### src/hdl/icache_pkg.sv
package icache_pkg;

    //////////////////////////////////////////////////
    // address and word geometry
    //////////////////////////////////////////////////

    // fetch address bits
    localparam int ADDR_WIDTH = 32;
    // instruction word bits
    localparam int WORD_WIDTH = 32;
    // byte within word
    localparam int OFFSET_WIDTH = 2;

    //////////////////////////////////////////////////
    // line and set geometry
    //////////////////////////////////////////////////

    // word within line
    localparam int WORD_SEL_WIDTH = 2;
    // words per line, one refill beat each
    localparam int LINE_WORDS = 1 << WORD_SEL_WIDTH;
    // 16 sets unless the top level overrides
    localparam int INDEX_WIDTH_DEFAULT = 4;
    // two ways, one lru bit per set
    localparam int WAYS = 2;

endpackage

### src/hdl/icache_bram.sv
module icache_bram #(
    parameter int DATA_WIDTH = 32,
    parameter int ADDR_WIDTH = 4
) (
    input  logic                  clk,
    // write port
    input  logic [ADDR_WIDTH-1:0] waddr,
    input  logic [DATA_WIDTH-1:0] din,
    input  logic                  we,
    // read port, one cycle latency
    input  logic [ADDR_WIDTH-1:0] raddr,
    output logic [DATA_WIDTH-1:0] dout
);

    // storage, no reset
    logic [DATA_WIDTH-1:0] mem [1 << ADDR_WIDTH];

    // write and registered read share the edge
    // same-address read sees the old word
    always_ff @(posedge clk) begin
        if (we) begin
            mem[waddr] <= din;
        end
        dout <= mem[raddr];
    end

endmodule

### src/hdl/icache_data.sv
module icache_data import icache_pkg::*; #(
    parameter int INDEX_WIDTH = INDEX_WIDTH_DEFAULT
) (
    input  logic                      clk,
    // read side
    input  logic [INDEX_WIDTH-1:0]    rd_index,
    input  logic [WORD_SEL_WIDTH-1:0] rd_word,
    // refill side, one word per beat
    input  logic [INDEX_WIDTH-1:0]    wr_index,
    input  logic [WORD_SEL_WIDTH-1:0] wr_word,
    input  logic [WORD_WIDTH-1:0]     wr_data,
    input  logic [WAYS-1:0]           we,
    // both ways, selected in ctrl
    output logic [WORD_WIDTH-1:0]     rd_data_way0,
    output logic [WORD_WIDTH-1:0]     rd_data_way1
);

    // word address is set then word
    localparam int WADDR_WIDTH = INDEX_WIDTH + WORD_SEL_WIDTH;

    logic [WORD_WIDTH-1:0] rd_data [WAYS];

    for (genvar w = 0; w < WAYS; w++) begin : g_way
        icache_bram #(
            .DATA_WIDTH(WORD_WIDTH),
            .ADDR_WIDTH(WADDR_WIDTH)
        ) u_data (
            .clk  (clk),
            .waddr({wr_index, wr_word}),
            .din  (wr_data),
            .we   (we[w]),
            .raddr({rd_index, rd_word}),
            .dout (rd_data[w])
        );
    end

    assign rd_data_way0 = rd_data[0];
    assign rd_data_way1 = rd_data[1];

endmodule

### config.mk
export PLATFORM = sky130hd
export DESIGN_NAME = icache_data
export DESIGN_NICKNAME = d
export VERILOG_FILES = /design/src/hdl/icache_pkg.sv /design/src/hdl/icache_bram.sv /design/src/hdl/icache_data.sv
export SDC_FILE = /design/constraint.sdc
export NUM_CORES = 2
export LEC_CHECK = 0
export BUFFER_PORTS_ARGS = -buffer_cell sky130_fd_sc_hd__buf_2
export CORE_UTILIZATION = 30
export DETAILED_ROUTE_END_ITERATION = 6
export SYNTH_ARGS = -nofsm -noshare
export SYNTH_HDL_FRONTEND = slang
export SYNTH_SLANG_ARGS = --single-unit
### constraint.sdc
create_clock -name clk -period 4.8 [get_ports clk]
set_input_delay 0.96 -clock clk [delete_from_list [all_inputs] [get_ports clk]]
set_output_delay 0.96 -clock clk [all_outputs]
set_load 0.03 [all_outputs]
==> metrics.txt <==
first-pass GRT wire length a little under 600 mm; LEAKAGE 0.0550 uW; router iterations before antenna repair 5; IO buf count 110; Cell Int Power 58,300 uW; Syn. warnings 0; worst path cell trace buf_12, buf_4, buf_4, mux4_2, mux2i_1, a211oi_1, buf_4, o211a_1; sw frac 0.218; Slew @ Worst Pin around 1400 ps; Max clock buf depth 4; CTS tree done; routed wire length 430 mm; Most common cell on crit path buf_4; chip width between 700 and 800 um; reg2reg start g_way[0].u_data.mem[40][17]$_DFFE_PP_; CP Max Fanout 47; count leader, synth edfxtp_1; H-tree levels 5; met3 global-route usage 0.0312; R2R depth 5; met2 Use GR 0.264; Startpoint Class input port; slowest stage delay, CP approximately 1100 ps; syn_area_per_cell around 24 um^2; design area 181,000 um^2; Crit path required time 5680 ps; DRC viols 0; area leader, netlist edfxtp_1; Sink Count ~4,200; PD cells ~410 nW/um^2; Max Cap Violations 0; GRT overflow 0; Yosys top cell area share 0.787; WL per Instance approximately 30 um; kind of cell with the highest combined delay on the critical path buffers and inverters; worst hold path depth 1; Layout area overhead 15.7%; largest net degree at the start of global routing about 130; FFs w/ async S/R, synth 0; EDFF count, synth slightly above 4,000; Most Crowded Layer GR met2; share of cells above drive strength 1 0.300; Post-Syn Area about 160,000 um^2; Syn Nets between 6,000 and 7,000; Period Utilization, post-route 0.680; Die Span Y 724 um; Comb pwr share 0.054; initial antenna violation count 63; critical path type input port to flip-flop; minimum clock period 3260 ps; Min-Delay Path Class input port to flip-flop; post-CTS sizing 0; detail-routed via count per cell 5.18; setup bufs post-CTS 0; Max Clk Rate between 300 and 400 MHz; hold_sp wr_data[1]; Reg power frac 0.542; DR vias about 74,000; clock root buffer clkbuf_16; Clock power frac 0.404; Mapped Cells 6,595; Global Route Usage Sum 0.160; R2R setup slack around 2600 ps; RR Endpoint g_way[0].u_data.dout[17]$_DFF_P_; Psw roughly 16,000 uW; Hold Buf Count CTS 0; Final #Nets between 7,000 and 8,000; CTS Buf Count about 390; FILL cells between 40,000 and 50,000; # setup viols final 0; commonest cells in the netlist edfxtp_1, mux4_2, a22oi_1; Synth cell types 30; CP max-delay cell a211oi_1; area of the die roughly 520,000 um^2; post-synthesis sequential area ratio 0.796; worst path arrival time slightly above 4000 ps; Clock Pin Slew Worst Setup and Hold Paths approximately 70 ps; setup_tns 0 ps; Seq cells post-synth between 4,000 and 5,000; hold path endpoint g_way[1].u_data.mem[34][1]$_DFFE_PP_; DR iter-0 viols 9,446; CP Buf/Inv Count 4; Post-Route Skew roughly 51 ps; cell depth of the worst setup path 8; FP Rows approximately 260; synth top area cells edfxtp_1, mux4_2, a22oi_1, dfxtp_1, buf_2; met1 usage 0.218; Starting Density 0.302; final hold violation count 0; vias in the first global route 74,700; hpwl dp 250 mm; Final ANT Viol Nets 0; gp weighted congestion 0.792; Worst Setup End Kind flip-flop; IO Pins 111; run status finished clean; Cell Area, Placed roughly 170,000 um^2; RSZ-0062 raised after global routing no; core area 518,000 um^2; clk_lat worst skew approximately 940 ps; worst vdd ir about 0.29 mV; worst rel slew slack 0.0676; Pins Over Slew Limit 0; Primary FF master, synth edfxtp_1
## placed cells by master, fill, tap and decap left out, types with 11 or more instances in the layout
cell | Yosys | layout
edfxtp_1 | 4096 | 4096
mux4_2 | 1024 | 1024
clkbuf_16 | 0 | 391
buf_4 | 43 | 342
a22oi_1 | 256 | 256
nand3_1 | 133 | 133
nor2_4 | 0 | 130
o22ai_1 | 97 | 97
mux2i_1 | 95 | 95
clkbuf_1 | 111 | 80
clkinv_2 | 0 | 75
buf_2 | 200 | 74
buf_12 | 0 | 74
clkinv_1 | 0 | 72
o221ai_1 | 64 | 64
o211a_1 | 64 | 64
dfxtp_1 | 64 | 64
a211oi_1 | 64 | 55
nor2_1 | 167 | 36
a21oi_1 | 31 | 31
bufinv_16 | 0 | 28
diode_2 | 0 | 24
clkbuf_8 | 0 | 17
nand2_1 | 16 | 15
inv_1 | 11 | 11
clkinvlp_4 | 0 | 11
inv_6 | 0 | 11
## layer usage
| metal | vias to the layer above | share of wire |
|---|---|---|
| li1 | 29600 | - |
| met1 | 40800 | 0.40 |
| met2 | 3421 | 0.49 |
| met3 | 553 | 0.087 |
| met4 | 32 | 0.026 |
| met5 | - | 0.00050 |
## worst reg2reg max path: cells and delay by family (launching register included)
family	cells	cell delay, ps
compound gates	2	1210
flops	1	330
mux	2	320
buf+inv	1	270
## layout make-up
class,instances,area [um^2],share of cell area
Antenna cell,24,60.1,0.000332
Clock buffer,488,10300,0.0571
Clock inverter,209,1860,0.0103
Inverter,12,45.0,0.000249
Multi-Input combinational cell,2043,31000,0.172
Sequential cell,4160,124000,0.688
Tap cell,6916,8650,0.0479
Timing Repair Buffer,492,4450,0.0246
## worst max path at each step
stage,start,end,slack [ps]
CTS,rd_word[0],g_way[0].u_data.dout[17]$_DFF_P_,1520
detailed placement,rd_word[0],g_way[0].u_data.dout[17]$_DFF_P_,500
global route,rd_word[0],g_way[0].u_data.dout[17]$_DFF_P_,1460
finish,rd_word[0],g_way[0].u_data.dout[17]$_DFF_P_,1540
global placement,rd_word[0],g_way[0].u_data.dout[17]$_DFF_P_,530
floorplan,wr_word[1],g_way[1].u_data.mem[42][0]$_DFFE_PP_,970
## cells by family after synthesis
family | Yosys count | share of synthesized area
DFF | 4160 | 0.796
muxes | 1119 | 0.154
AOI/OAI and AO/OA | 576 | 0.0279
buffers and inverters | 392 | 0.0125
and+or+nand+nor | 348 | 0.0101
## power groups by stage
stage / sequential, uW / clock [uW] / combinational, uW
finish: 40400 / 30100 / 4030
global route: 40400 / 31700 / 4220
CTS: 40400 / 30600 / 4070
detailed placement: 41200 / 0 / 4070
global placement: 41200 / 0 / 3990
floorplan: 41200 / 0 / 1870
## sequential cells by signal, indices dropped and copies added (netlist names)
| name | count |
|---|---|
| g_way.u_data.mem | 4096 |
| g_way.u_data.dout | 64 |
## per-stage QoR
step | total power, uW | util | setup slack (ps) | hold WS (ps) | cells
after detailed placement | 45300 | 0.325 | 501 | 823 | 13600
after CTS | 75100 | 0.349 | 1520 | 249 | 14300
final | 74600 | 0.349 | 1540 | 306 | 14300
after global placement | 45200 | 0.325 | 529 | 818 | 13600
after global routing | 76400 | 0.349 | 1460 | 286 | 14300
after floorplan | 43100 | - | 974 | 783 | 6595
(Power assumes the default switching activity.)
