**src/hdl/icache_pkg.sv**
```systemverilog
package icache_pkg;

    //////////////////////////////////////////////////
    // address and word geometry
    //////////////////////////////////////////////////

    // fetch address bits
    localparam int ADDR_WIDTH = 32;
    // instruction word bits
    localparam int WORD_WIDTH = 32;
    // byte within word
    localparam int OFFSET_WIDTH = 2;

    //////////////////////////////////////////////////
    // line and set geometry
    //////////////////////////////////////////////////

    // word within line
    localparam int WORD_SEL_WIDTH = 2;
    // words per line, one refill beat each
    localparam int LINE_WORDS = 1 << WORD_SEL_WIDTH;
    // 16 sets unless the top level overrides
    localparam int INDEX_WIDTH_DEFAULT = 4;
    // two ways, one lru bit per set
    localparam int WAYS = 2;

endpackage

```
**src/hdl/icache_bram.sv**
```systemverilog
module icache_bram #(
    parameter int DATA_WIDTH = 32,
    parameter int ADDR_WIDTH = 4
) (
    input  logic                  clk,
    // write port
    input  logic [ADDR_WIDTH-1:0] waddr,
    input  logic [DATA_WIDTH-1:0] din,
    input  logic                  we,
    // read port, one cycle latency
    input  logic [ADDR_WIDTH-1:0] raddr,
    output logic [DATA_WIDTH-1:0] dout
);

    // storage, no reset
    logic [DATA_WIDTH-1:0] mem [1 << ADDR_WIDTH];

    // write and registered read share the edge
    // same-address read sees the old word
    always_ff @(posedge clk) begin
        if (we) begin
            mem[waddr] <= din;
        end
        dout <= mem[raddr];
    end

endmodule

```
**src/hdl/icache_tagv.sv**
```systemverilog
module icache_tagv import icache_pkg::*; #(
    parameter int INDEX_WIDTH = INDEX_WIDTH_DEFAULT
) (
    input  logic                   clk,
    input  logic                   arst_n,
    // lookup side
    input  logic [INDEX_WIDTH-1:0] rd_index,
    input  logic [ADDR_WIDTH-INDEX_WIDTH-WORD_SEL_WIDTH-OFFSET_WIDTH-1:0] cmp_tag,
    // refill side
    input  logic [INDEX_WIDTH-1:0] wr_index,
    input  logic [ADDR_WIDTH-INDEX_WIDTH-WORD_SEL_WIDTH-OFFSET_WIDTH-1:0] wr_tag,
    input  logic [WAYS-1:0]        we,
    input  logic                   flush,
    // per-way match, one cycle after the lookup
    output logic [WAYS-1:0]        hit
);

    localparam int TAG_WIDTH = ADDR_WIDTH - INDEX_WIDTH - WORD_SEL_WIDTH - OFFSET_WIDTH;
    localparam int SETS = 1 << INDEX_WIDTH;

    //////////////////////////////////////////////////
    // lookup stage
    //////////////////////////////////////////////////

    // held beside the tag memory read
    logic [INDEX_WIDTH-1:0] rd_index_q;
    logic [TAG_WIDTH-1:0]   cmp_tag_q;

    always_ff @(posedge clk) begin
        rd_index_q <= rd_index;
        cmp_tag_q  <= cmp_tag;
    end

    //////////////////////////////////////////////////
    // ways
    //////////////////////////////////////////////////

    for (genvar w = 0; w < WAYS; w++) begin : g_way
        logic [TAG_WIDTH-1:0] tag_q;
        logic [SETS-1:0]      valid;

        icache_bram #(
            .DATA_WIDTH(TAG_WIDTH),
            .ADDR_WIDTH(INDEX_WIDTH)
        ) u_tag (
            .clk  (clk),
            .waddr(wr_index),
            .din  (wr_tag),
            .we   (we[w]),
            .raddr(rd_index),
            .dout (tag_q)
        );

        // flush clears the whole way
        // refill sets one set
        always_ff @(posedge clk or negedge arst_n) begin
            if (!arst_n) begin
                valid <= '0;
            end else if (flush) begin
                valid <= '0;
            end else if (we[w]) begin
                valid[wr_index] <= 1'b1;
            end
        end

        // valid taken at the read index of this lookup
        assign hit[w] = valid[rd_index_q] & (tag_q == cmp_tag_q);
    end

endmodule

```
**config.mk**
```make
export PLATFORM = sky130hd
export DESIGN_NAME = icache_tagv
export DESIGN_NICKNAME = d
export VERILOG_FILES = /design/src/hdl/icache_pkg.sv /design/src/hdl/icache_bram.sv /design/src/hdl/icache_tagv.sv
export SDC_FILE = /design/constraint.sdc
export NUM_CORES = 1
export LEC_CHECK = 0
export ABC_AREA = 1
export BUFFER_PORTS_ARGS = -buffer_cell sky130_fd_sc_hd__buf_2
export CELL_PAD_IN_SITES_DETAIL_PLACEMENT = 1
export CELL_PAD_IN_SITES_GLOBAL_PLACEMENT = 1
export CORE_MARGIN = 2
export CORE_UTILIZATION = 30
export DETAILED_ROUTE_END_ITERATION = 8
export GPL_ROUTABILITY_DRIVEN = 0
export PLACE_DENSITY_LB_ADDON = 0.12
export SYNTH_ARGS = -nofsm -noshare
export SYNTH_HDL_FRONTEND = slang
export SYNTH_SLANG_ARGS = --single-unit
```
**constraint.sdc**
```tcl
create_clock -name clk -period 1.7 [get_ports clk]
set_input_delay 0.085 -clock clk [delete_from_list [all_inputs] [get_ports clk]]
set_output_delay 0.085 -clock clk [all_outputs]
set_load 0.02 [all_outputs]
```
==> results.yml, run 1 <==
logic_synthesis:
  synth.ff_latch_count: 876
  avgSynthCellArea_sq_um: 12.80
  synth_warnings: 0
  synthCells: 2664
  synth.area.top_cells: "edfxtp_1, nor2_1, o21ai_0"
  synth_top_cell_by_area: "edfxtp_1"
  synth_edf_count: 768
  synth_area_sq_um: 34090
  ys.flop_type: "edfxtp_1"
  synth_top_area_share_pct: 67.65
  synth.distinct_cells: 24
  async_reset_ff_share_pct: 3.653
  syn_nets: 2725
  ys_seq_area_share_pct: 74.46
power:
  pwr-share-seq_pct: 49.4
  p_clk_share_pct: 43.7
  leakagePower_nw: 14.31
  combPwrFrac_pct: 6.9
  switchingPower_mw: 11.18
  peakVddDrop_mv: 0.7420
  intPower_mw: 37.89
  p_per_area_nw_per_um2: 1163
  switching_share_pct: 22.78
die:
  die_area_sq_um: 116300
  die_w_microns: 341.1
  fp-row-count: 123
  core_area_sq_um: 112700
  top_level_ports: 63
  start_util_pct: 30.26
  die_h_microns: 341.1
grt:
  track_usage_pct: 20.06
  grt_pass1_wl_microns: 168000
  antenna_found_initial: 4
  grt_pass1_vias: 23380
  overflow: 0
  grt_max_degree: 53
clocking:
  clock_latency_ns: 0.68
  numClockSinks: 876
  post-cts-setup-buffer-count: 0
  cts_tree: "done"
  path_clk_slew_ns: 0.06
  cts_root_buffer: "clkbuf_16"
  h-tree-depth: 3
  cts_buffers: 98
  clk_path_buf_depth: 3
layout:
  nets: 2966
  synthToLayoutAreaGrowth_pct: 23.75
  drive_above_1_share_pct: 17.19
  post-route-util_pct: 37.45
  stdcell_area_sq_um: 42190
worst_hold_path:
  hold_class: "in2async"
drt:
  drc_errors: 0
  drt_first_pass_iters: 5
  avgViaCountPerCell: 4.924
  wire_per_inst_microns: 26.01
  vias: 22100
  final_antenna_net_count: 0
  drtIter0Drc: 1539
  drt_wl_total_microns: 116700
sta:
  skew_ns: 0.03246
  finalSetupTns_ns: -0.8712
  tightest_slew_ns: 0.7591
  hold_viol: 0
  setup_slack_ns: -0.4391
  holdWs_ns: 0.03539
  period_needed_ns: 2.139
  relSlewSlack_pct: 49.39
  slew_violations: 0
  fin_crit_sh_pct: 125.8
  rsz0062_at_grt: "yes"
  max_clock_freq_ghz: 0.4675
  setup_viol: 2
critical_path:
  cp_data_arrival_time_ns: 2.05
  cp_top_family: "simple AND/OR/NAND/NOR gates"
  path_depth: 8
  required_ns: 1.62
  crit_buf_inv: 1
  criticalPathCategory: "reg2out"
  critPathMaxStageDelay_ns: 0.36
  cp-start-kind: "flop"
  critPathMaxFanout: 2
  cp_slowest_cell: "dfxtp_4"
  reg2reg_depth: 6
  end_kind: "output port"
  path_cells: "xnor2_4 -> nand2_2 -> nor2_4 -> nand2_2 -> nor2_4 -> nand3_2 -> nor2_2 -> buf_6"
placement:
  place_area_sq_um: 38110
  place_hpwl_microns: 73480
  pre_cts_slack_ns: -0.2458
  place.port_buffers: 62
flow_run:
  drv_cap: 0
status:
  status: "finished with violations"
  violations: "negative setup slack"
synthesized netlist by cell type (all sizes together), types with 8 or more instances:
master  number
nor2       525
dfrtp       32
o21ai      433
clkbuf      67
nand2      143
nand3       77
o21ba        8
dfxtp       76
xnor2       24
inv        144
edfxtp     768
o211ai     138
a21oi       69
o221ai      54
buf        100
logic make-up (layout without fill, tap and decap cells):
group                  Yosys count  after routing  synth area share, %
flip-flops                     876            876                74.46
AO/OA/AOI/OAI                  704            704                12.07
AND/OR/NAND/NOR                745            745                8.485
buffers and inverters          311            632                4.268
XOR/XNOR                        28             28               0.7193
other                            0              2                    0
power by group through the flow:
stage          clock network (mW)  registers (mW)  logic (mW)
5_1_grt                      22.7            24.3        3.74
3_3_place_gp                    0            24.7        3.21
2_1_floorplan                   0            24.6        1.57
4_1_cts                      22.0            24.2        3.44
3_5_place_dp                    0            24.7        3.26
6_report                     21.4            24.2        3.40
flip-flops by register name, indices dropped and copies added (netlist names):
signal and flops:
g_way.u_tag.mem 768, g_way.u_tag.dout 48, g_way.valid 32, cmp_tag_q 24, rd_index_q 4
stage by stage:
| step | total power [mW] | cells |
|---|---|---|
| floorplan | 26.12 | 2664 |
| global placement | 27.87 | 4251 |
| detailed placement | 27.93 | 4251 |
| CTS | 49.65 | 4485 |
| global route | 50.72 | 4487 |
| finish | 49.06 | 4487 |
placed cells by master (no fill, tap or decap), drive strengths merged:
cell / n
a21oi: 69
buf: 254
bufinv: 10
clkbuf: 142
clkinv: 26
clkinvlp: 1
dfrtp: 32
dfxtp: 76
diode: 2
dlygate4sd3: 54
edfxtp: 768
inv: 145
nand2: 143
nand3: 77
nor2: 525
o211ai: 138
o21ai: 433
o21ba: 8
o221ai: 54
o22ai: 2
xnor2: 24
xor2: 4
layout make-up:
type	count	area, sq um
clock buffer	142	2769
tap	1500	1877
inverter	144	556.8
multi-input combinational	1477	7741
sequential	876	25440
fill	11790	70470
timing repair buffer	308	3356
antenna	2	5.005
clock inverter	38	440.4
worst paths after layout:
path	start	to	slack [ns]
max in group asynchronous	arst_n	g_way[0].valid[3]	1.18
min in group clk	cmp_tag[8]	cmp_tag_q[8]	0.09
worst max-delay path	cmp_tag_q[18]	hit[0]	-0.44
worst min-delay path	arst_n	g_way[1].valid[12]	0.04
worst max register to register	g_way[1].u_tag.mem[1][19]	g_way[1].u_tag.dout[19]	0.42
worst min register to register	g_way[0].valid[0]	g_way[0].valid[0]	0.51
per-layer routing:
layer	part of all wire, %	track usage [%]
met2	49	34.28
met5	0	0
met1	44	26.32
met3	3.8	2.830
met4	2.8	6.287
repair_timing:
| action | in CTS | in global routing |
|---|---|---|
| gates resized for setup | 65 | 36 |
| hold buffers | 54 | 0 |
| endpoints found under the hold margin | 848 | 0 |
| endpoints found under the setup margin | 2 | 2 |
| pin swaps | 24 | 20 |
No activity file was read; power rests on OpenSTA's default activity.
==> run 2: changes to the inputs <==
- RECOVER_POWER: unset -> 50
==> run 2 against run 1 <==
  * The run ends with max-capacitance violations, max-slew violations, negative setup slack left
  * Critical path depth fell by 1
  * Largest power group unchanged
  * Total power shrank 0.16%
  * Critical endpoint unchanged
  * Non-clock buffer count stayed put
==> results.yml, run 2 (same netlist as run 1, synthesis figures left out) <==
critical_path:
  end_kind: "output port"
  cp-start-kind: "flop"
  criticalPathCategory: "reg2out"
  required_ns: 1.62
  cp_data_arrival_time_ns: 2.06
  path_cells: "xor2_1 -> nor2_1 -> nand2_1 -> nor2_4 -> nand3_2 -> nor2_2 -> buf_6"
  crit_end: "hit[0]"
  critPathMaxStageDelay_ns: 0.43
  rrSetupSlack_ns: 0.43
  critPathMaxFanout: 1
  cp-startpoint: "g_way[0].u_tag.dout[6]"
  reg2reg_from: "g_way[1].u_tag.mem[1][19]"
  cp_slowest_cell: "dfxtp_1"
  crit_buf_inv: 1
  timing.rr.end: "g_way[1].u_tag.dout[19]"
  reg2reg_depth: 6
  cp_top_family: "simple AND/OR/NAND/NOR gates"
  path_depth: 7
sta:
  fin_crit_sh_pct: 126.1
  tightest_slew_ns: 1.513
  relSlewSlack_pct: -0.8653
  period_needed_ns: 2.143
  skew_ns: 0.03410
  rsz0062_at_grt: "yes"
  holdWs_ns: 0.05906
  setup_viol: 2
  setup_slack_ns: -0.4433
  hold_viol: 0
  max_clock_freq_ghz: 0.4666
  slew_violations: 33
placement:
  place_hpwl_microns: 73480
  place.port_buffers: 62
  dp.cells: 4251
layout:
  final_common_cell: "edfxtp_1"
  drive_above_1_share_pct: 14.74
  final_cells: 4487
  regMostFlops: "g_way.u_tag.mem"
  reg_top3: "g_way.u_tag.mem (768), g_way.u_tag.dout (48), g_way.valid (32)"
  mostFrequentLayoutCells: "edfxtp_1, nor2_1, o21ai_0, inv_1, o211ai_1"
  largest_register_ffs: 768
  nets: 2966
  synthToLayoutAreaGrowth_pct: 21.33
clocking:
  cts_tree: "done"
  clock_latency_ns: 0.68
  cts_root_buffer: "clkbuf_16"
  clk_path_buf_depth: 3
  h-tree-depth: 3
  path_clk_slew_ns: 0.06
  numClockSinks: 876
  cts_buffers: 98
drt:
  final_antenna_net_count: 0
  avgViaCountPerCell: 4.926
  wire_per_inst_microns: 26.05
  drc_errors: 0
  drt_wl_total_microns: 116900
  vias: 22100
  drt_first_pass_iters: 5
  drtIter0Drc: 1641
die:
  die_h_microns: 341.1
  die_w_microns: 341.1
  die_area_sq_um: 116300
  core_area_sq_um: 112700
  fp-row-count: 123
  top_level_ports: 63
  start_util_pct: 30.26
power:
  leakagePower_nw: 14.05
  peakVddDrop_mv: 0.7445
  p_per_area_nw_per_um2: 1184
worst_hold_path:
  hold_class: "in2async"
status:
  violations: "max-capacitance violations, max-slew violations, negative setup slack"
  status: "finished with violations"
flow_run:
  drv_cap: 1
grt:
  overflow: 0
  grt_pass1_wl_microns: 168000
  antenna_found_initial: 4
  track_usage_pct: 20.06
  grt_pass1_vias: 23380
  grt_max_degree: 53
## run 2: changes by cell type in the layout (fill, tap and decap cells not counted), sizes merged
cell / delta
dlymetal6s4s: +1
clkbuf: +80
buf: -81
## run 2: routing by layer
metal  part of all wire, %  GRT usage (%)  vias to the layer above
met5                     0              0                        -
li1                      -              -                    10110
met1                    45          26.32                    11460
met2                    49          34.28                      379
met4                   2.7          6.287                        0
met3                   3.7          2.830                      158
## run 2: worst register-to-register path: stages (launching register included)
cell and delay, ns:
edfxtp_1 0.36, inv_1 0.07, a21oi_1 0.05, o21ai_1 0.09, o21ai_1 0.08, o211ai_1 0.30, nand2_1 0.16
## run 2: what timing repair did
action | CTS | global route
gates resized for setup | 65 | 36
pin swaps | 24 | 20
endpoints found under the hold margin | 848 | 0
hold buffers | 54 | 0
buffers inserted | 0 | 0
endpoints found under the setup margin | 2 | 2
## run 2: how the worst min path moves through the flow
stage | startpoint | endpoint | slack [ns]
final | arst_n | g_way[1].valid[12] | 0.06
after global routing | cmp_tag[8] | cmp_tag_q[8] | 0.10
after CTS | arst_n | g_way[1].valid[11] | 0.02
after detailed placement | arst_n | g_way[1].valid[11] | 0.20
after global placement | arst_n | g_way[1].valid[11] | 0.18
after floorplan | arst_n | g_way[0].valid[0] | -0.21
## run 2: power by group
part / total [mW] / internal (mW) / switching [mW]
registers: 24.3 / 24.0 / 0.268
clock network: 21.4 / 12.8 / 8.67
logic: 3.30 / 1.08 / 2.22
## run 2: metrics by stage
step                total power, mW  area [sq um]  util (%)  setup TNS [ns]  setup slack (ns)
finish                        48.99         41360     36.72         -0.8730           -0.4433
global route                  50.63         41360     36.72          -1.071           -0.5410
CTS                           49.65         42070     37.35          -1.080           -0.5469
detailed placement            27.93         38110     33.83         -0.4468           -0.2458
global placement              27.87         38110     33.83         -0.4108           -0.2120
floorplan                     26.12         34090         -         -121.27           -0.1665
## run 2: area by class of cell
type,instances,area [sq um]
repair buffers,308,2710
diodes,2,5.005
inverters,144,556.8
well taps,1500,1877
fillers,11860,71290
clock buffers,142,2769
clock inverters,38,440.4
multi-input cells,1477,7561
flip-flops and latches,876,25440
