**src/hdl/icache_pkg.sv**
```systemverilog
package icache_pkg;

    //////////////////////////////////////////////////
    // address and word geometry
    //////////////////////////////////////////////////

    // fetch address bits
    localparam int ADDR_WIDTH = 32;
    // instruction word bits
    localparam int WORD_WIDTH = 32;
    // byte within word
    localparam int OFFSET_WIDTH = 2;

    //////////////////////////////////////////////////
    // line and set geometry
    //////////////////////////////////////////////////

    // word within line
    localparam int WORD_SEL_WIDTH = 2;
    // words per line, one refill beat each
    localparam int LINE_WORDS = 1 << WORD_SEL_WIDTH;
    // 16 sets unless the top level overrides
    localparam int INDEX_WIDTH_DEFAULT = 4;
    // two ways, one lru bit per set
    localparam int WAYS = 2;

endpackage

```
**src/hdl/icache_ctrl.sv**
```systemverilog
module icache_ctrl import icache_pkg::*; #(
    parameter int INDEX_WIDTH = INDEX_WIDTH_DEFAULT
) (
    input  logic                      clk,
    input  logic                      arst_n,
    // fetch port
    input  logic                      fetch_req,
    input  logic [ADDR_WIDTH-1:0]     fetch_addr,
    output logic                      busy,
    output logic                      rsp_valid,
    output logic [WORD_WIDTH-1:0]     rsp_data,
    input  logic                      flush,
    // memory port
    output logic                      mem_req,
    output logic [ADDR_WIDTH-1:0]     mem_addr,
    input  logic                      mem_rvalid,
    input  logic [WORD_WIDTH-1:0]     mem_rdata,
    // tag array
    output logic [INDEX_WIDTH-1:0]    tag_rd_index,
    output logic [ADDR_WIDTH-INDEX_WIDTH-WORD_SEL_WIDTH-OFFSET_WIDTH-1:0] tag_cmp_tag,
    output logic [WAYS-1:0]           tag_we,
    output logic [INDEX_WIDTH-1:0]    tag_wr_index,
    output logic [ADDR_WIDTH-INDEX_WIDTH-WORD_SEL_WIDTH-OFFSET_WIDTH-1:0] tag_wr_tag,
    output logic                      tag_flush,
    input  logic [WAYS-1:0]           hit,
    // data array
    output logic [INDEX_WIDTH-1:0]    data_rd_index,
    output logic [WORD_SEL_WIDTH-1:0] data_rd_word,
    output logic [WAYS-1:0]           data_we,
    output logic [INDEX_WIDTH-1:0]    data_wr_index,
    output logic [WORD_SEL_WIDTH-1:0] data_wr_word,
    output logic [WORD_WIDTH-1:0]     data_wr_data,
    input  logic [WORD_WIDTH-1:0]     rd_data_way0,
    input  logic [WORD_WIDTH-1:0]     rd_data_way1
);

    localparam int TAG_WIDTH = ADDR_WIDTH - INDEX_WIDTH - WORD_SEL_WIDTH - OFFSET_WIDTH;
    localparam int SETS = 1 << INDEX_WIDTH;
    localparam int LINE_LSB = WORD_SEL_WIDTH + OFFSET_WIDTH;
    localparam int TAG_LSB = LINE_LSB + INDEX_WIDTH;

    localparam logic [1:0] S_IDLE   = 2'd0;
    localparam logic [1:0] S_REFILL = 2'd1;
    localparam logic [1:0] S_REREAD = 2'd2;

    logic [1:0]                         state;
    logic [ADDR_WIDTH-1:OFFSET_WIDTH]   lk_addr;
    logic                               lk_valid;
    logic [WORD_SEL_WIDTH-1:0]          beat_cnt;
    logic                               reread_chk;
    logic                               victim_q;
    // lru bit names the way to replace
    logic [SETS-1:0]                    lru;

    logic [INDEX_WIDTH-1:0] lk_index;
    logic [TAG_WIDTH-1:0]   lk_tag;
    logic                   miss, beat, last_beat, vict_way, rsp_fire, rsp_way;
    logic [WAYS-1:0]        vict_onehot;

    assign lk_tag   = lk_addr[ADDR_WIDTH-1:TAG_LSB];
    assign lk_index = lk_addr[TAG_LSB-1:LINE_LSB];

    //////////////////////////////////////////////////
    // lookup stage
    //////////////////////////////////////////////////

    // only ever set in idle
    assign miss = lk_valid & ~(|hit);
    assign busy = (state != S_IDLE) | miss;

    // reread walks the held address, otherwise the incoming fetch
    assign tag_rd_index  = (state == S_REREAD) ? lk_index : fetch_addr[TAG_LSB-1:LINE_LSB];
    assign tag_cmp_tag   = (state == S_REREAD) ? lk_tag : fetch_addr[ADDR_WIDTH-1:TAG_LSB];
    assign data_rd_index = tag_rd_index;
    assign data_rd_word  = (state == S_REREAD) ? lk_addr[LINE_LSB-1:OFFSET_WIDTH]
                                               : fetch_addr[LINE_LSB-1:OFFSET_WIDTH];

    always_ff @(posedge clk or negedge arst_n) begin
        if (!arst_n) begin
            lk_valid <= 1'b0;
        end else begin
            lk_valid <= fetch_req & ~busy;
        end
    end

    // address held through the whole miss
    always_ff @(posedge clk) begin
        if (fetch_req && !busy) begin
            lk_addr <= fetch_addr[ADDR_WIDTH-1:OFFSET_WIDTH];
        end
    end

    //////////////////////////////////////////////////
    // refill
    //////////////////////////////////////////////////

    // request rises with the miss itself
    assign mem_req   = (state == S_REFILL) | miss;
    assign mem_addr  = {lk_addr[ADDR_WIDTH-1:LINE_LSB], {LINE_LSB{1'b0}}};
    assign beat      = mem_req & mem_rvalid;
    assign last_beat = beat & (beat_cnt == WORD_SEL_WIDTH'(LINE_WORDS - 1));

    // lru cleared on flush, so it names an empty way whenever one exists
    assign vict_way    = (state == S_REFILL) ? victim_q : lru[lk_index];
    assign vict_onehot = WAYS'(1) << vict_way;

    assign data_we       = beat ? vict_onehot : '0;
    assign data_wr_index = lk_index;
    assign data_wr_word  = beat_cnt;
    assign data_wr_data  = mem_rdata;
    // tag and valid go in with the last word
    assign tag_we        = last_beat ? vict_onehot : '0;
    assign tag_wr_index  = lk_index;
    assign tag_wr_tag    = lk_tag;
    assign tag_flush     = flush & ~busy;

    // wraps back to 0 after the last beat
    always_ff @(posedge clk or negedge arst_n) begin
        if (!arst_n) begin
            beat_cnt <= '0;
        end else if (beat) begin
            beat_cnt <= beat_cnt + 1'b1;
        end
    end

    always_ff @(posedge clk or negedge arst_n) begin
        if (!arst_n) begin
            state      <= S_IDLE;
            victim_q   <= 1'b0;
            reread_chk <= 1'b0;
        end else begin
            case (state)
                S_IDLE: begin
                    if (miss) begin
                        state    <= S_REFILL;
                        victim_q <= lru[lk_index];
                    end
                end
                S_REFILL: begin
                    if (last_beat) begin
                        state <= S_REREAD;
                    end
                end
                // first cycle reads, second returns the word
                S_REREAD: begin
                    reread_chk <= ~reread_chk;
                    if (reread_chk) begin
                        state <= S_IDLE;
                    end
                end
                default: begin
                    state <= S_IDLE;
                end
            endcase
        end
    end

    //////////////////////////////////////////////////
    // response and lru
    //////////////////////////////////////////////////

    assign rsp_fire = (lk_valid & (|hit)) | ((state == S_REREAD) & reread_chk);
    assign rsp_way  = (state == S_REREAD) ? victim_q : hit[1];

    always_ff @(posedge clk or negedge arst_n) begin
        if (!arst_n) begin
            rsp_valid <= 1'b0;
            lru       <= '0;
        end else begin
            rsp_valid <= rsp_fire;
            if (tag_flush) begin
                lru <= '0;
            end else if (rsp_fire) begin
                // point away from the way just used
                lru[lk_index] <= ~rsp_way;
            end
        end
    end

    always_ff @(posedge clk) begin
        if (rsp_fire) begin
            rsp_data <= rsp_way ? rd_data_way1 : rd_data_way0;
        end
    end

endmodule

```
**config.mk**
```make
export PLATFORM = sky130hd
export DESIGN_NAME = icache_ctrl
export DESIGN_NICKNAME = d
export VERILOG_FILES = /design/src/hdl/icache_pkg.sv /design/src/hdl/icache_ctrl.sv
export SDC_FILE = /design/constraint.sdc
export NUM_CORES = 1
export LEC_CHECK = 0
export BUFFER_PORTS_ARGS = -buffer_cell sky130_fd_sc_hd__buf_2
export CORE_AREA = 2 2 120 122
export CTS_CLUSTER_DIAMETER = 50
export DETAILED_ROUTE_END_ITERATION = 7
export DIE_AREA = 0 0 122 124
export PLACE_DENSITY = 0.7
export SYNTH_ARGS = -nofsm -noshare
export SYNTH_HDL_FRONTEND = slang
export SYNTH_SLANG_ARGS = --single-unit
```
**constraint.sdc**
```tcl
create_clock -name clk -period 1.7 [get_ports clk]
set_input_delay 0.255 -clock clk [delete_from_list [all_inputs] [get_ports clk]]
set_output_delay 0.255 -clock clk [all_outputs]
set_load 0.02 [all_outputs]
```
==> results by group, run 1 <==
Finish
  • Post-Layout Inst Area: 7040 um2
  • Share of layout cells above drive strength 1: 70.6%
  • Commonest non-fill, non-tap cell in the layout: buf_2
  • Syn-to-layout area delta: 49.7%
  • Final net count: 702
  • Most frequent cells in the layout: 198 x buf_2, 62 x edfxtp_1, 61 x mux2_4, 51 x buf_6, 30 x buf_4

Power and ir drop
  • Worst VDD drop: 689 uV
  • Pwr/cell area: 1290 nW/um2
  • Leak: 3.33 nW

STA
  • Worst-margin pin slew: 611 ps
  • Slew HR: 59.2%
  • Max Clock Freq: 0.414 GHz
  • Hold_ws: 101 ps
  • Worst Skew: 6.63 ps
  • Worst setup slack after layout: -714 ps
  • Slew Limit Fails: 0
  • Unrepaired setup endpoints after global routing: true
  • Post-route minimum period: 2410 ps
  • Tcrit/Tclk final: 142%
  • Fin. Hold Viols: 0
  • Final number of setup-violating endpoints: 88

Worst hold path
  • HP Class: in2reg

Synthesis
  • Ys flop type: edfxtp_1
  • Synth top area share: 39.6%
  • Synth area leaders: edfxtp_1 40%, buf_4 16%, mux2_2 15%
  • Synth cell types: 40
  • Mean Syn Cell Area: 12.9 um2
  • Cell Area, Synth: 4710 um2
  • FF+latch count, synth: 86
  • Sequential fraction of the synthesis area: 52.3%
  • Ys async rst share: 27.9%
  • Gate Count Post-Synth: 365
  • Yosys warns: 0
  • Post-synth top area cell: edfxtp_1
  • Number of flops mapped to enable cells by yosys: 62

Drt
  • Routed WL: 13300 um
  • Via/cell ratio: 4.65
  • Routed WL per cell: 17.7 um
  • Antenna Violating Nets Remaining: 0
  • Drt pass-1 iters: 6
  • Vias post-DR: 3498
  • Initial DRC Count: 154
  • DRC viols: 0

Global routing
  • Met1 usage: 17.8%
  • Antenna violations before repair: 3
  • Largest net degree at the start of global routing: 34
  • First-pass GRT wire length: 18600 um
  • Routing usage on met3: 5.82%
  • Met2 Resource Use GR: 30.0%
  • Number of global-route vias before repair: 3487
  • Most used routing layer: met2
  • GRT overflow: 0
  • GRT Util Overall: 16.5%

Clocking
  • Clk_lat worst skew: 340 ps
  • Clk pin slew, worst setup/hold paths: 70 ps
  • CTS tree: yes
  • Root Buffer: clkbuf_16
  • TritonCTS buffer count: 9
  • Htree depth: 3
  • CTS sink count: 86
  • Clk buf depth: 2

Place
  • Input/output buffers: 236
  • Post-DP Area: 5780 um2
  • Final GP Congestion: 0.833
  • Hpwl dp: 8930 um

Setup path
  • Critical path type: reg2out
  • Crit. End Element: output pin
  • CP Launch Type: flop
  • Largest fanout on the critical path: 10
  • WP data required: 1440 ps
  • Worst path arrival time: 2160 ps

Die
  • Number of cell rows: 43
  • Core area: 13700 um2
  • IO Pins: 307
  • Initial core utilization: 34.3%
  • DIE AREA: 15100 um2
  • Die Wd: 122 um
  • Die height: 124 um

Status
  • Failing checks: setup timing
  • Status: finished with violations

Flow run
  • Max_cap viols: 0
[area by class of cell]
| class | count | area [um2] |
|---|---|---|
| multi-input combinational | 165 | 1820 |
| inverter | 5 | 21.3 |
| clock inverter | 5 | 35.0 |
| fill | 1187 | 6680 |
| antenna | 1 | 2.50 |
| tap | 180 | 225 |
| sequential | 86 | 2460 |
| timing repair buffer | 299 | 2210 |
| clock buffer | 11 | 264 |
[routing by layer]
metal	vias to the layer above	part of all wire, %	routed length, um
met5	-	0.083	11
met4	2	1.6	218
met3	26	8.6	1140
met2	188	53	7100
met1	1690	36	4830
li1	1592	-	-
[state kept, by name, summed over array words and instances, names as in the netlist]
register      count
data_wr_word      2
lk_addr          30
lk_valid          1
lru              16
reread_chk        1
rsp_data         32
rsp_valid         1
state             2
victim_q          1
[repair_timing]
item | CTS | global route
gates cloned | 6 | 3
endpoints found under the hold margin | 24 | 0
endpoints found under the setup margin | 88 | 122
setup buffers | 22 | 4
gates resized for setup | 149 | 23
pin swaps | 3 | 5
hold buffers | 1 | 0
[path summary, 6_finish.rpt]
check	from	end	slack (ps)	depth (start not counted)
hold reg to reg	reread_chk	reread_chk	500	1
min in group asynchronous	arst_n	lru[1]	460	2
max in group asynchronous	arst_n	lk_valid	840	2
hold / removal	fetch_addr[28]	lk_addr[28]	100	1
setup / recovery	lk_addr[5]	tag_we[1]	-710	6
setup reg to reg	state[0]	rsp_data[9]	-310	8
[power breakdown]
group / leakage [nW] / switching [mW] / internal [mW]
clock: 0.154 / 0.849 / 1.13
sequential: 0.900 / 0.239 / 2.79
combinational: 2.28 / 2.18 / 1.93
[metrics by stage]
| step | setup WS [ps] | cells | TNS (ps) | total power [mW] | util [%] |
|---|---|---|---|---|---|
| detailed placement | -425 | 706 | -4640 | 6.27 | 42.1 |
| floorplan | -230 | 368 | -2350 | 5.38 | - |
| CTS | -726 | 751 | -20070 | 9.07 | 50.9 |
| global route | -810 | 751 | -26880 | 9.58 | 51.3 |
| finish | -714 | 752 | -19210 | 9.10 | 51.3 |
| global placement | -404 | 706 | -2800 | 6.22 | 42.1 |
[cell families after synthesis]
family                   synth area share (%)
AO/OA/AOI/OAI                            2.50
buffers and inverters                    17.8
AND/OR/NAND/NOR                          5.45
multiplexers                             21.2
flip-flops                               52.3
XOR/XNOR                                0.372
adder cells (fa/ha/maj)                 0.266
other                                  0.0797
[Yosys cell counts, drive strengths merged (2+ instances only)]
master and number:
nor2b 4, nor2 5, mux2 64, nand3b 2, a211oi 3, mux2i 23
dfrtp 24, buf 110, nand3 4, mux4 2, nand2b 3, inv 5
nor3b 2, edfxtp 62, xor2 2, nand2 30, clkbuf 2
[worst max-delay path, cell delays in order (launching register included)]
cell	delay [ps]
edfxtp_1	430
buf_12	170
mux2i_1	120
mux4_2	520
o221ai_4	260
nor2b_4	200
buf_6	120
(Power assumes the default switching activity.)
==> run 2: changes to the inputs <==
Settings changed: SETUP_SLACK_MARGIN set to 0.5.
==> run 2 against run 1 <==
Effect of this change:
- register-to-register slack is essentially flat
- global-route usage grew 1.9 points
- via count grew 7.7%
- critical endpoint is now data_we[1]
- largest power group unchanged
- the run still ends with setup timing left
- sequential power grew 3%
- non-clock buffer count grew 41
==> results by group, run 2 (same netlist as run 1, synthesis figures left out) <==
Status
  • Status: finished with violations
  • Failing checks: setup timing

Setup path
  • R2R Setup Slk: -310 ps
  • Cells on worst reg2reg path: 7
  • Cell Chain, Critical Path: buf_12 -> mux2i_1 -> mux4_2 -> o221ai_4 -> buf_6 -> and2_4 -> buf_6
  • Worst path arrival time: 2230 ps
  • Setup crit start: lk_addr[5]
  • Crit. End Element: output pin
  • CP peak stage delay: 510 ps
  • CP Launch Type: flop
  • Reg-to-Reg End: rsp_data[29]
  • Critical path type: reg2out
  • Critical-path top delay cell: mux4_2
  • WP data required: 1440 ps
  • Largest fanout on the critical path: 11
  • Worst r2r src: state[1]
  • Crit path top cell by count: buf_6

Finish
  • Syn-to-layout area delta: 73.2%
  • # diodes: 0
  • Max reg flops: 32
  • Commonest non-fill, non-tap cell in the layout: buf_6
  • Final net count: 746
  • Most frequent cells in the layout: 148 x buf_6, 130 x buf_2, 63 x mux2_4, 62 x edfxtp_1, 27 x buf_4
  • Post-Layout Inst Area: 8150 um2
  • Top flop regs: rsp_data (32), lk_addr (30), lru (16)
  • Share of layout cells above drive strength 1: 74.0%
  • Largest Register: rsp_data

STA
  • Post-route minimum period: 2490 ps
  • Final number of setup-violating endpoints: 121
  • Setup TNS: -26240 ps
  • Worst Skew: 7.09 ps
  • Max Clock Freq: 0.402 GHz
  • Hold_ws: 94.9 ps
  • Unrepaired setup endpoints after global routing: true
  • Tcrit/Tclk final: 146%
  • Slew Limit Fails: 0
  • Slew HR: 59.7%
  • Fin. Hold Viols: 0
  • Worst-margin pin slew: 604 ps
  • Worst setup slack after layout: -786 ps

Drt
  • Vias post-DR: 3767
  • Routed WL: 15500 um
  • Routed WL per cell: 19.5 um
  • Initial DRC Count: 109
  • Via/cell ratio: 4.74
  • Antenna Violating Nets Remaining: 0
  • Drt pass-1 iters: 4
  • DRC viols: 0

Worst hold path
  • Hold Path Depth: 1
  • HP Class: in2reg
  • Worst Hold End: lk_addr[14]
  • HP Start: fetch_addr[14]

Global routing
  • First-pass GRT wire length: 20700 um
  • GRT overflow: 0
  • Antenna violations before repair: 0
  • Largest net degree at the start of global routing: 25
  • GRT Util Overall: 18.5%
  • Number of global-route vias before repair: 3825

Clocking
  • Clk buf depth: 2
  • TritonCTS buffer count: 9
  • Clk_lat worst skew: 350 ps
  • Clk pin slew, worst setup/hold paths: 70 ps
  • CTS sink count: 86
  • Htree depth: 3
  • CTS tree: yes
  • Root Buffer: clkbuf_16

Power and ir drop
  • Reg power frac: 29.2%
  • Sw Pwr: 3.75 mW
  • Worst VDD drop: 640 uV
  • Logic pwr share: 51.9%
  • P_int: 6.96 mW
  • Tot Pwr: 10.7 mW
  • Pwr/cell area: 1310 nW/um2
  • Leak: 3.79 nW
  • Sw Ratio: 35.0%
  • Clock Power Share: 18.9%

Die
  • Initial core utilization: 34.3%
  • DIE AREA: 15100 um2
  • Die Wd: 122 um
  • Core area: 13700 um2
  • IO Pins: 307
  • Die height: 124 um
  • Number of cell rows: 43

Place
  • Worst slack, placed: -476 ps
  • Hpwl dp: 9250 um
  • Input/output buffers: 236
  • Post-DP Area: 6000 um2
  • Final GP Congestion: 0.810

Flow run
  • Max_cap viols: 0
==> run 2: changes by cell type in the layout (fill, tap and decap cells not counted), sizes merged <==
cell / delta
and3: +3
buf: +42
bufinv: +1
clkbuf: -3
clkinvlp: +4
diode: -1
inv: -3
==> run 2: power groups by stage <==
| stage | Clock, mW | Sequential [mW] | Combinational [mW] |
|---|---|---|---|
| 2_1_floorplan | 0 | 3.27 | 2.33 |
| 3_3_place_gp | 0 | 3.06 | 3.35 |
| 3_5_place_dp | 0 | 3.09 | 3.39 |
| 4_1_cts | 2.06 | 3.08 | 5.03 |
| 5_1_grt | 2.15 | 3.17 | 5.84 |
| 6_report | 2.02 | 3.13 | 5.56 |
==> run 2: timing repair <==
action | CTS | global route
cloned | 13 | 1
hold buffers | 1 | 0
hold endpoints to repair | 24 | 0
pin swaps | 10 | 4
endpoints found under the setup margin | 197 | 223
setup buffers | 31 | 20
resized for setup | 216 | 104
==> run 2: how the worst max path moves through the flow <==
| stage | end | depth (start not counted) |
|---|---|---|
| 5_1_grt | data_we[1] | 7 |
| 6_report | data_we[1] | 7 |
| 2_1_floorplan | tag_we[1] | 5 |
| 3_5_place_dp | data_we[1] | 7 |
| 3_3_place_gp | data_we[1] | 7 |
| 4_1_cts | data_we[1] | 7 |
==> run 2: stage by stage <==
stage | instances | util [%]
final | 795 | 59.4
after global routing | 795 | 59.4
after CTS | 774 | 55.6
after detailed placement | 713 | 43.7
after global placement | 713 | 43.7
after floorplan | 368 | -
==> run 2: layer usage <==
metal | GRT usage (%) | share of wire (%)
met1 | 19.9 | 36
met2 | 35.0 | 55
met4 | 8.48 | 2.3
met5 | 0 | 0
met3 | 3.39 | 7.1
==> run 2: critical path, delay by kind of cell, from the launching register on <==
family | cells | cell delay, ps
buf+inv | 3 | 430
compound gates | 1 | 240
simple gates | 1 | 130
flops | 1 | 440
mux | 2 | 630
==> run 2: area by class of cell <==
class	count	area, um2
fill	1068	5570
timing repair buffer	340	3240
sequential	86	2460
multi-input combinational	168	1900
clock buffer	9	225
tap	180	225
clock inverter	7	73.8
inverter	5	21.3
==> run 3: changes to the inputs <==
Settings changed: MAX_ROUTING_LAYER set to met4, SETUP_SLACK_MARGIN 0.5 to not set.
==> run 3 against run 2 <==
Effect of this change:
- sequential share of layout area grew 5.0 points
- highest routed layer unchanged
- routed wire length shrank 16%
- combinational power shrank 26%
- cell count shrank 5.4%
- the run still ends with setup timing left
==> results by group, run 3 (same netlist as run 1, synthesis figures left out) <==
Die
  • Number of cell rows: 43
  • IO Pins: 307
  • Core area: 13700 um2
  • Initial core utilization: 34.3%
  • DIE AREA: 15100 um2
  • Die height: 124 um
  • Die Wd: 122 um

Global routing
  • GRT overflow: 0
  • Largest net degree at the start of global routing: 34
  • GRT Util Overall: 17.0%
  • Number of global-route vias before repair: 3578
  • Antenna violations before repair: 3
  • First-pass GRT wire length: 18700 um

Clocking
  • Root Buffer: clkbuf_16
  • Clk buf depth: 2
  • Clk_lat worst skew: 340 ps
  • CTS sink count: 86
  • Htree depth: 3
  • Clk pin slew, worst setup/hold paths: 70 ps
  • CTS tree: yes
  • TritonCTS buffer count: 9

Setup path
  • CP Launch Type: flop
  • Setup crit start: lk_addr[5]
  • Worst r2r src: state[0]
  • WP data required: 1440 ps
  • Reg-to-Reg End: rsp_data[27]
  • Crit. End Element: output pin
  • Cell Chain, Critical Path: buf_12 -> mux2i_1 -> mux4_2 -> o221ai_4 -> nor2b_4 -> buf_6
  • Cells on worst reg2reg path: 7
  • R2R Setup Slk: -230 ps
  • Critical path type: reg2out
  • Largest fanout on the critical path: 10
  • Worst path arrival time: 2150 ps
  • CP peak stage delay: 530 ps
  • Critical-path top delay cell: mux4_2
  • Worst setup path endpoint: tag_we[1]

STA
  • Max Clock Freq: 0.415 GHz
  • Post-route minimum period: 2410 ps
  • Slew Limit Fails: 0
  • Setup TNS: -18370 ps
  • Worst setup slack after layout: -709 ps
  • Tcrit/Tclk final: 142%
  • Final number of setup-violating endpoints: 89
  • Worst-margin pin slew: 600 ps
  • Worst Skew: 12.0 ps
  • Fin. Hold Viols: 0
  • Unrepaired setup endpoints after global routing: true
  • Slew HR: 60.0%

Finish
  • Most frequent cells in the layout: 198 x buf_2, 62 x edfxtp_1, 61 x mux2_4, 53 x buf_6, 28 x buf_4
  • Final Instance Count excl. Fillers: 752
  • Fill count: 1182
  • Share of layout cells above drive strength 1: 70.8%
  • Syn-to-layout area delta: 48.3%
  • Final net count: 700
  • Largest Register: rsp_data
  • Max reg flops: 32
  • Register Area: 2460 um2
  • Commonest non-fill, non-tap cell in the layout: buf_2
  • Post-layout util: 50.9%
  • Multi-input logic area: 1820 um2
  • Top flop regs: rsp_data (32), lk_addr (30), lru (16)

Power and ir drop
  • P_int: 5.76 mW
  • Reg power frac: 33.5%
  • Worst VDD drop: 642 uV
  • Logic pwr share: 45.7%
  • Sw Pwr: 3.26 mW
  • Pwr/cell area: 1290 nW/um2
  • Clock Power Share: 20.7%
  • Leak: 3.28 nW
  • Sw Ratio: 36.2%
  • Tot Pwr: 9.02 mW

Place
  • Hpwl dp: 9000 um
  • Final GP Congestion: 0.835
  • Worst slack, placed: -456 ps
  • Placed cells: 706
  • Input/output buffers: 236

Drt
  • Antenna Violating Nets Remaining: 0
  • DRC viols: 0
  • Initial DRC Count: 111
  • Routed WL: 13100 um
  • Vias post-DR: 3509
  • Via/cell ratio: 4.67
  • Routed WL per cell: 17.4 um
  • Drt pass-1 iters: 5

Status
  • Status: finished with violations
  • Failing checks: setup timing

Worst hold path
  • HP Class: in2reg

Flow run
  • Max_cap viols: 0
-- run 3: cell types whose count changed in the layout (fill, tap and decap cells not counted), sizes merged --
cell      delta
buf         -42
and3         -3
clkinv       +3
diode        +3
clkinvlp     -2
bufinv       -1
inv          -1
-- run 3: power groups by stage --
stage	clock [mW]	sequential [mW]	combinational (mW)
final	1.87	3.02	4.12
after global routing	2.03	3.08	4.38
after CTS	1.94	3.02	4.00
after detailed placement	0	3.05	3.23
after global placement	0	3.03	3.19
after floorplan	0	3.26	2.11
-- run 3: repair_timing --
item,in CTS,in global routing
pin swaps,5,4
hold endpoints to repair,24,0
hold buffers,1,0
setup buffers,20,7
gates resized for setup,123,53
setup endpoints to repair,89,90
gates cloned,6,0
-- run 3: critical path: cells and delay by family, from the launching register on --
family	cells	cell delay [ps]
AOI/OAI and AO/OA	1	250
and+or+nand+nor	1	190
buffers and inverters	2	300
muxes	2	640
DFF	1	430
-- run 3: through the flow --
stage               instance area [um2]  hold slack, ps
floorplan                          4880           -40.6
global placement                   5780             299
detailed placement                 5780             304
CTS                                6870            86.4
global route                       6980            76.5
finish                             6980             100
-- run 3: cell type report --
cell class / count / share of cell area [%]
Antenna cell: 3 / 0.108
Clock buffer: 10 / 3.42
Clock inverter: 6 / 0.645
Inverter: 5 / 0.341
Multi-Input combinational cell: 165 / 26.1
Sequential cell: 86 / 35.3
Tap cell: 180 / 3.23
Timing Repair Buffer: 297 / 30.9
-- run 3: worst min-delay path by stage --
stage              startpoint  slack [ps]         endpoint  cells past startpoint
5_1_grt        fetch_addr[30]          80      lk_addr[30]                      1
3_5_place_dp           arst_n         300           lru[1]                      1
3_3_place_gp           arst_n         300           lru[0]                      1
2_1_floorplan          arst_n         -40  data_wr_word[0]                      0
4_1_cts        fetch_addr[30]          90      lk_addr[30]                      1
6_report       fetch_addr[20]         100      lk_addr[20]                      1
-- run 3: per-layer routing --
| metal | GRT usage, % | share of wire [%] |
|---|---|---|
| met1 | 17.9 | 37 |
| met2 | 30.3 | 53 |
| met3 | 6.09 | 8.7 |
| met4 | 4.31 | 1.4 |
| met5 | - | 0 |
